**src/dscrptrFetch_defs.svh**
```systemverilog
`ifndef DSCRPTR_FETCH_DEFS_SVH
`define DSCRPTR_FETCH_DEFS_SVH

//////////////////////////////
// Bus widths
//////////////////////////////

// Memory address width
`define ADDR_WIDTH 32

// Internal descriptor slot number
`define SLOT_WIDTH 2

//////////////////////////////
// Queue and credits
//////////////////////////////

// Fetched descriptor queue entries, also the credit count after reset
`define DSCRPTR_QUEUE_DEPTH 4

// Must hold the full queue depth, not just its top index
`define CREDIT_WIDTH ($clog2(`DSCRPTR_QUEUE_DEPTH + 1))

//////////////////////////////
// Config word access
//////////////////////////////

// Ready check reads from the byte lane holding the data-valid bit
`define CONFIG_BYTE_OFFSET 1

`endif

```
**src/dscrptrPkg.sv**
```systemverilog
`default_nettype none

`include "dscrptrFetch_defs.svh"

package dscrptrPkg;

    //////////////////////////////
    // Descriptor config word
    //////////////////////////////

    // Field layout of the config word
    typedef struct packed {
        logic [17:0] reserved;
        logic        dataValid;
        logic [12:0] ctrl;
    } configFields_t;

    // Same word seen as fields or as memory byte lanes
    typedef union packed {
        configFields_t   fields;
        logic [3:0][7:0] lanes;
    } configWord_u;

    // Complete 128-bit external descriptor
    typedef struct packed {
        configWord_u             configWord;
        logic [`ADDR_WIDTH-1:0]  srcAddr;
        logic [`ADDR_WIDTH-1:0]  dstAddr;
        logic [`ADDR_WIDTH-1:0]  nextAddr;
    } dscrptr_t;

    //////////////////////////////
    // Command and memory ports
    //////////////////////////////

    typedef struct packed {
        logic                    isCheck;
        logic [`ADDR_WIDTH-1:0]  addr;
        logic [`SLOT_WIDTH-1:0]  slot;
    } fetchCmd_t;

    typedef struct packed {
        logic                    isCheck;
        logic [`ADDR_WIDTH-1:0]  addr;
    } rdReq_t;

    // Read response with both data-valid flags from the bus
    typedef struct packed {
        dscrptr_t                data;
        logic [1:0]              dataValid;
        logic                    dscrptrValid;
    } rdResp_t;

    // One queue entry, as handed to the transfer controller
    typedef struct packed {
        dscrptr_t                dscrptr;
        logic [`ADDR_WIDTH-1:0]  addr;
        logic [`SLOT_WIDTH-1:0]  slot;
        logic                    dscrptrValid;
    } dscrptrEntry_t;

endpackage

`default_nettype wire

```
**src/fetchSequencer.sv**
```systemverilog
`default_nettype none

`include "dscrptrFetch_defs.svh"

module fetchSequencer (
    input  logic                       clock,
    input  logic                       resetn,
    input  logic                       cmdValid,
    input  dscrptrPkg::fetchCmd_t      cmd,
    output logic                       cmdReady,
    output logic                       rdReqValid,
    output dscrptrPkg::rdReq_t         rdReq,
    input  logic                       rdRespValid,
    input  dscrptrPkg::rdResp_t        rdResp,
    input  logic                       creditReturn,
    output logic                       qWrite,
    output dscrptrPkg::dscrptrEntry_t  qEntry,
    output logic                       rdyValid,
    output logic                       rdy
);
    import dscrptrPkg::*;

    typedef enum logic [1:0] {IDLE, FETCH_WAIT, CHECK_WAIT} state_e;

    localparam logic [`CREDIT_WIDTH-1:0] CREDIT_INIT = `DSCRPTR_QUEUE_DEPTH;

    state_e                    state;
    state_e                    nextState;
    logic [`CREDIT_WIDTH-1:0]  creditCount;
    rdReq_t                    reqReg;
    logic [`SLOT_WIDTH-1:0]    slotReg;
    logic                      cmdAccept;
    logic                      checkDone;
    logic                      dvAnd;
    configWord_u               cfgFold;

    //////////////////////////////
    // Command handshake
    //////////////////////////////

    // A ready check spends no queue slot, so it needs no credit
    assign cmdReady  = (state == IDLE) && (cmd.isCheck || (creditCount != '0));
    assign cmdAccept = cmdValid && cmdReady;

    always_comb
    begin
        nextState = state;
        unique case (state)
            IDLE:
                if (cmdAccept)
                    nextState = cmd.isCheck ? CHECK_WAIT : FETCH_WAIT;
            FETCH_WAIT,
            CHECK_WAIT:
                if (rdRespValid)
                    nextState = IDLE;
            default:
                nextState = IDLE;
        endcase
    end

    always_ff @(posedge clock or negedge resetn)
    begin
        if (!resetn)
            state <= IDLE;
        else
            state <= nextState;
    end

    // Request latched and held until the response strobe
    always_ff @(posedge clock)
    begin
        if (cmdAccept)
        begin
            reqReg.isCheck <= cmd.isCheck;
            reqReg.addr    <= cmd.isCheck ? cmd.addr + `ADDR_WIDTH'(`CONFIG_BYTE_OFFSET)
                                          : cmd.addr;
            slotReg        <= cmd.slot;
        end
    end

    assign rdReqValid = (state != IDLE);
    assign rdReq      = reqReg;

    //////////////////////////////
    // Response handling
    //////////////////////////////

    assign dvAnd     = &rdResp.dataValid;
    assign qWrite    = (state == FETCH_WAIT) && rdRespValid;
    assign checkDone = (state == CHECK_WAIT) && rdRespValid;

    // Fold both bus data-valid flags into the config word
    always_comb
    begin
        cfgFold                  = rdResp.data.configWord;
        cfgFold.fields.dataValid = dvAnd;
    end

    always_comb
    begin
        qEntry.dscrptr            = rdResp.data;
        qEntry.dscrptr.configWord = cfgFold;
        qEntry.addr               = reqReg.addr;
        qEntry.slot               = slotReg;
        qEntry.dscrptrValid       = rdResp.dscrptrValid;
    end

    always_ff @(posedge clock or negedge resetn)
    begin
        if (!resetn)
        begin
            rdyValid <= 1'b0;
            rdy      <= 1'b0;
        end
        else
        begin
            rdyValid <= checkDone;
            rdy      <= checkDone && dvAnd;
        end
    end

    // Credits spent on each queue write and returned on each pop
    always_ff @(posedge clock or negedge resetn)
    begin
        if (!resetn)
            creditCount <= CREDIT_INIT;
        else
        begin
            unique case ({qWrite, creditReturn})
                2'b10:   creditCount <= creditCount - 1'b1;
                2'b01:   creditCount <= creditCount + 1'b1;
                default: creditCount <= creditCount;
            endcase
        end
    end

    //////////////////////////////
    // Assertions
    //////////////////////////////

    // Queue must not return more credits than it has entries
    assert property (@(posedge clock) disable iff (!resetn)
        creditCount <= CREDIT_INIT);

    assert property (@(posedge clock) disable iff (!resetn)
        rdReqValid && !rdRespValid |=> rdReqValid && $stable(rdReq));

endmodule

`default_nettype wire

```
**src/dscrptrQueue.sv**
```systemverilog
`default_nettype none

`include "dscrptrFetch_defs.svh"

module dscrptrQueue (
    input  logic                       clock,
    input  logic                       resetn,
    input  logic                       qWrite,
    input  dscrptrPkg::dscrptrEntry_t  qEntry,
    input  logic                       qPop,
    output dscrptrPkg::dscrptrEntry_t  qHead,
    output logic                       qNotEmpty,
    output logic                       creditReturn
);
    import dscrptrPkg::*;

    localparam int PTR_WIDTH = (`DSCRPTR_QUEUE_DEPTH > 1) ? $clog2(`DSCRPTR_QUEUE_DEPTH) : 1;
    localparam logic [PTR_WIDTH-1:0]     LAST_PTR   = PTR_WIDTH'(`DSCRPTR_QUEUE_DEPTH - 1);
    localparam logic [`CREDIT_WIDTH-1:0] FULL_COUNT = `DSCRPTR_QUEUE_DEPTH;

    dscrptrEntry_t             entries [`DSCRPTR_QUEUE_DEPTH];
    logic [PTR_WIDTH-1:0]      wrPtr;
    logic [PTR_WIDTH-1:0]      rdPtr;
    logic [`CREDIT_WIDTH-1:0]  count;

    // Wraps at the depth, which need not be a power of two
    function automatic logic [PTR_WIDTH-1:0] nextPtr(input logic [PTR_WIDTH-1:0] ptr);
        nextPtr = (ptr == LAST_PTR) ? '0 : ptr + 1'b1;
    endfunction

    //////////////////////////////
    // Storage
    //////////////////////////////

    always_ff @(posedge clock)
    begin
        if (qWrite)
            entries[wrPtr] <= qEntry;
    end

    assign qHead     = entries[rdPtr];
    assign qNotEmpty = (count != '0);

    //////////////////////////////
    // Pointers and count
    //////////////////////////////

    always_ff @(posedge clock or negedge resetn)
    begin
        if (!resetn)
        begin
            wrPtr        <= '0;
            rdPtr        <= '0;
            count        <= '0;
            creditReturn <= 1'b0;
        end
        else
        begin
            if (qWrite)
                wrPtr <= nextPtr(wrPtr);
            if (qPop)
                rdPtr <= nextPtr(rdPtr);
            unique case ({qWrite, qPop})
                2'b10:   count <= count + 1'b1;
                2'b01:   count <= count - 1'b1;
                default: count <= count;
            endcase
            // One credit back to the sequencer per pop
            creditReturn <= qPop;
        end
    end

    // Credits in the sequencer keep the queue from overflowing
    assert property (@(posedge clock) disable iff (!resetn)
        qWrite |-> count != FULL_COUNT);

    assert property (@(posedge clock) disable iff (!resetn)
        qPop |-> qNotEmpty);

endmodule

`default_nettype wire

```
**src/dscrptrLoader.sv**
```systemverilog
`default_nettype none

module dscrptrLoader (
    input  logic                       clock,
    input  logic                       resetn,
    input  logic                       qNotEmpty,
    input  dscrptrPkg::dscrptrEntry_t  qHead,
    output logic                       qPop,
    output logic                       load,
    output dscrptrPkg::dscrptrEntry_t  loadEntry,
    input  logic                       loadAck,
    output logic                       fetchDone
);

    logic ackTaken;

    //////////////////////////////
    // Pop and hold
    //////////////////////////////

    // Only pop into an empty holding register
    assign qPop     = qNotEmpty && !load;
    assign ackTaken = load && loadAck;

    always_ff @(posedge clock)
    begin
        if (qPop)
            loadEntry <= qHead;
    end

    //////////////////////////////
    // Load handshake
    //////////////////////////////

    always_ff @(posedge clock or negedge resetn)
    begin
        if (!resetn)
        begin
            load      <= 1'b0;
            fetchDone <= 1'b0;
        end
        else
        begin
            if (qPop)
                load <= 1'b1;
            else if (ackTaken)
                load <= 1'b0;
            // Done strobe one cycle after the acknowledge
            fetchDone <= ackTaken;
        end
    end

    // Controller sees a steady descriptor until it acknowledges
    assert property (@(posedge clock) disable iff (!resetn)
        load && !loadAck |=> load && $stable(loadEntry));

endmodule

`default_nettype wire

```
**src/dscrptrFetchTop.sv**
```systemverilog
`default_nettype none

module dscrptrFetchTop (
    input  logic                       clock,
    input  logic                       resetn,
    // Command port
    input  logic                       cmdValid,
    input  dscrptrPkg::fetchCmd_t      cmd,
    output logic                       cmdReady,
    // Memory port
    output logic                       rdReqValid,
    output dscrptrPkg::rdReq_t         rdReq,
    input  logic                       rdRespValid,
    input  dscrptrPkg::rdResp_t        rdResp,
    // Ready check result
    output logic                       rdyValid,
    output logic                       rdy,
    // Transfer controller load port
    output logic                       load,
    output dscrptrPkg::dscrptrEntry_t  loadEntry,
    input  logic                       loadAck,
    output logic                       fetchDone
);
    import dscrptrPkg::*;

    //////////////////////////////
    // Internal links
    //////////////////////////////

    logic           qWrite;
    dscrptrEntry_t  qEntry;
    logic           creditReturn;
    logic           qPop;
    dscrptrEntry_t  qHead;
    logic           qNotEmpty;

    fetchSequencer uSequencer (
        .clock        (clock),
        .resetn       (resetn),
        .cmdValid     (cmdValid),
        .cmd          (cmd),
        .cmdReady     (cmdReady),
        .rdReqValid   (rdReqValid),
        .rdReq        (rdReq),
        .rdRespValid  (rdRespValid),
        .rdResp       (rdResp),
        .creditReturn (creditReturn),
        .qWrite       (qWrite),
        .qEntry       (qEntry),
        .rdyValid     (rdyValid),
        .rdy          (rdy)
    );

    dscrptrQueue uQueue (
        .clock        (clock),
        .resetn       (resetn),
        .qWrite       (qWrite),
        .qEntry       (qEntry),
        .qPop         (qPop),
        .qHead        (qHead),
        .qNotEmpty    (qNotEmpty),
        .creditReturn (creditReturn)
    );

    dscrptrLoader uLoader (
        .clock        (clock),
        .resetn       (resetn),
        .qNotEmpty    (qNotEmpty),
        .qHead        (qHead),
        .qPop         (qPop),
        .load         (load),
        .loadEntry    (loadEntry),
        .loadAck      (loadAck),
        .fetchDone    (fetchDone)
    );

endmodule

`default_nettype wire

```
**config.mk**
```make
export PLATFORM = sky130hd
export DESIGN_NAME = dscrptrFetchTop
export DESIGN_NICKNAME = d
export VERILOG_FILES = /design/src/dscrptrPkg.sv /design/src/fetchSequencer.sv /design/src/dscrptrQueue.sv /design/src/dscrptrLoader.sv /design/src/dscrptrFetchTop.sv
export VERILOG_INCLUDE_DIRS = /design/src
export SDC_FILE = /design/constraint.sdc
export NUM_CORES = 1
export LEC_CHECK = 0
export BUFFER_PORTS_ARGS = -buffer_cell sky130_fd_sc_hd__buf_2
export CAP_MARGIN = 5
export CORE_MARGIN = 2
export CORE_UTILIZATION = 42
export DETAILED_ROUTE_END_ITERATION = 8
export PLACE_DENSITY = 0.62
export SYNTH_ARGS = -nofsm -noshare
export SYNTH_HDL_FRONTEND = slang
export SYNTH_HIERARCHICAL = 1
export SYNTH_SLANG_ARGS = --single-unit
```
**constraint.sdc**
```tcl
create_clock -name clock -period 14.3 [get_ports clock]
set_input_delay 2.145 -clock clock [delete_from_list [all_inputs] [get_ports clock]]
set_output_delay 2.145 -clock clock [all_outputs]
set_load 0.03 [all_outputs]
```
==> summary.txt <==
Timing
  – Fmax: 198.0 MHz
  – Max Slew Vio Count: 0
  – Setup ws final: 9.250 ns
  – Final critical-path share of the clock period: 35.31%
  – Relative slew slack: 27.29%
  – Final setup viols: 0
  – Setup tns final: 0 ns
  – Final Hold Viols: 0
  – RSZ-0062 raised after global routing: false
  – Clock skew: 0.02434 ns
  – Slew @ Worst Pin: around 1.1 ns
  – Final min period: between 5 and 6 ns

Setup path
  – WS Path Type: in -> out
  – CP bufs+invs: 2
  – CP max stage delay: between 0.4 and 0.5 ns
  – WP data required: ~12 ns
  – CP top delay family: compound AO/OA/AOI/OAI gates
  – Critical path, cell by cell: buf_2 > o41a_1 > buf_2
  – Arrival time at the worst endpoint: 2.90 ns
  – Worst setup SP type: input pin
  – CP most frequent cell: buf_2
  – Worst path slowest cell: o41a_1
  – Worst Setup End Kind: primary output
  – Critical Path Fanout Max: 10

Clocking
  – CTS Hold Bufs: 0
  – Post-CTS setup buffers: 0
  – TritonCTS Buffers: 89
  – CTS tree: done
  – Clock Tree Buf Depth: 3
  – Reg clk slew, reported paths: roughly 0.060 ns
  – Post-CTS Resized: 0
  – Clock H-tree levels: 3
  – Clk_lat worst skew: 0.63 ns
  – Sinks on Clock Net: 867
  – Clock Root Buffer: clkbuf_16

GRT
  – Vias in the first global route: 14.65k
  – Largest net degree at the start of global routing: 104
  – Global Route Usage Sum: 15.62%
  – GRT overflow: 0
  – First-pass GRT wire length: approximately 91,000 um
  – Initial antenna violation count: 12

Detailed routing
  – Via density: 4.961
  – TritonRoute pass-1 iters: 5
  – ANT nets after route: 0
  – WL per Instance: 22.41 um
  – DRC viols: 0
  – Vias: roughly 14k
  – Final WL: 62,000 um
  – Detailed Route Iter0 Violations: 948

Floorplanning
  – Die Wd: around 280 um
  – Die area: 79,310 sq um
  – Top Ports: 373
  – Initial Util: 42.55%
  – # rows: a little over 100
  – Core area: 76,080 sq um
  – Overall die height: 281.6 um

Synthesis
  – Post-synth net total: 1,570
  – Synthesis-stage register bit count: 867
  – Netlist cell types: 37
  – Synth Cell Area: about 32,000 sq um
  – Ys flop type: edfxtp_1
  – Post-synth ARST share: 1.961%
  – Leading area contributor after synthesis: edfxtp_1
  – Most frequent cells after synthesis: edfxtp_1 (850), mux4_2 (163), buf_4 (162)
  – YS warnings: 6
  – Mapped Cells: 1,386
  – Avg Inst Size Synth: 23.36 sq um
  – Most common cell in the synthesized netlist: edfxtp_1
  – Synth top area share: 78.85%
  – Post-synthesis sequential area ratio: 80.16%
  – Ranking of synthesized cells by area: edfxtp_1 (79%), mux4_2 (11%), buf_4 (3.8%)
  – Post-synth EDFFs: 850

Pwr
  – LEAKAGE: ~0.012 uW
  – Pwr Total: 7375 uW
  – PwrDens: between 200 and 250 nW/um^2
  – Peak VDD IR: 0.1973 mV

Run status
  – Outcome: finished, final reports clean

Placed design
  – Hpwl dp: 36,720 um
  – Routability cong.: 0.7700
  – Port Buf Inserts: between 300 and 400
  – Post-place setup slack: a little over 9 ns

Worst hold path
  – Worst hold path type: reg -> reg

Layout
  – Share of cells above drive strength 1: 40.35%
  – Nets: 1,846
  – Fill cells: 6,228
  – Synthesis-to-layout area growth: 13.77%

Flow run
  – Max Cap Viol: 0
layout make-up:
| cell class | count | area [sq um] | share of cell area (%) |
|---|---|---|---|
| diodes | 2 | 5.005 | 0.01359 |
| clock buffers | 105 | 2318 | 6.295 |
| clock inverters | 59 | 464.2 | 1.260 |
| inverters | 10 | 37.54 | 0.1019 |
| multi-input cells | 307 | 4767 | 12.94 |
| flip-flops and latches | 867 | 25960 | 70.48 |
| well taps | 1030 | 1289 | 3.499 |
| repair buffers | 387 | 1989 | 5.402 |
cell usage in the layout, fill, tap and decap left out, drive strengths merged, types with 2 or more instances in the layout:
cell type and n:
edfxtp 850, buf 387, mux4 163, clkbuf 105, clkinv 46, xnor2 24
nand3 17, dfrtp 16, nand2 13, xor2 13, inv 13, nand4 12
ha 11, and2 10, nor2 9, clkinvlp 6, mux2 5, nor3 5
bufinv 4, and3 4, nor4 4, or3 3, o21ai 3, diode 2
fa 2, nand4b 2
flip-flops by register name (all words and copies together) (netlist names):
| signal | cells |
|---|---|
| uSequencer/rdReq | 1 |
| uQueue/count | 3 |
| uSequencer/qEntry | 32 |
| uQueue/entries | 652 |
| uSequencer/creditCount | 3 |
| uSequencer/slotReg | 2 |
| uLoader/fetchDone | 1 |
| uSequencer/rdyValid | 1 |
| uLoader/load | 1 |
| uSequencer/rdy | 1 |
| uQueue/creditReturn | 1 |
| uQueue/wrPtr | 2 |
| uQueue/rdPtr | 2 |
| uLoader/loadEntry | 163 |
| uSequencer/state | 2 |
per-stage QoR:
stage / util [%] / cell area [sq um] / hold slack [ns] / cells
global placement: 44.75 / 34040 / 0.4505 / 2601
finish: 48.41 / 36830 / 0.4583 / 2767
global route: 48.41 / 36830 / 0.4717 / 2767
CTS: 48.40 / 36820 / 0.4634 / 2765
floorplan: - / 32370 / 0.4336 / 1386
detailed placement: 44.75 / 34040 / 0.4557 / 2601
per-layer routing:
metal	routed length (um)	vias up	track usage, %	share of wire [%]
met4	1355	14	5.155	2.2
met1	24450	7234	19.07	39
met3	3542	95	3.994	5.7
met5	84	-	0	0.14
li1	-	6062	-	-
met2	32570	322	27.15	53
report_power, final:
group	total (uW)	switching (uW)	internal, uW
clock	2180	940	1240
combinational	1690	1050	637
sequential	3510	191	3320
path summary, 6_finish.rpt:
path	cells after the start	endpoint	start	slack, ns
max	3	cmdReady	cmd[34]	9.25
min reg2reg	1	uQueue/count[2]$_DFFE_PN0P_	uQueue/count[2]$_DFFE_PN0P_	0.46
max reg2reg	3	uLoader/loadEntry[98]$_DFFE_PP_	uQueue/rdPtr[1]$_DFFE_PN0P_	10.79
min in group asynchronous	1	uQueue/count[1]$_DFFE_PN0P_	resetn	1.45
max in group asynchronous	1	uQueue/rdPtr[1]$_DFFE_PN0P_	resetn	12.50
min	1	uQueue/count[2]$_DFFE_PN0P_	uQueue/count[2]$_DFFE_PN0P_	0.46
cell families (layout without fill, tap and decap cells):
group / after synthesis / after routing / share of synthesized area [%]
buffers and inverters: 212 / 561 / 5.144
AND/OR/NAND/NOR: 83 / 83 / 1.504
other: 0 / 2 / 0
flip-flops: 867 / 867 / 80.16
multiplexers: 168 / 168 / 11.51
adder cells (fa/ha/maj): 13 / 13 / 0.5488
XOR/XNOR: 37 / 37 / 1.001
AO/OA/AOI/OAI: 6 / 6 / 0.1237
Note: power is estimated with default switching activity, not from simulation.
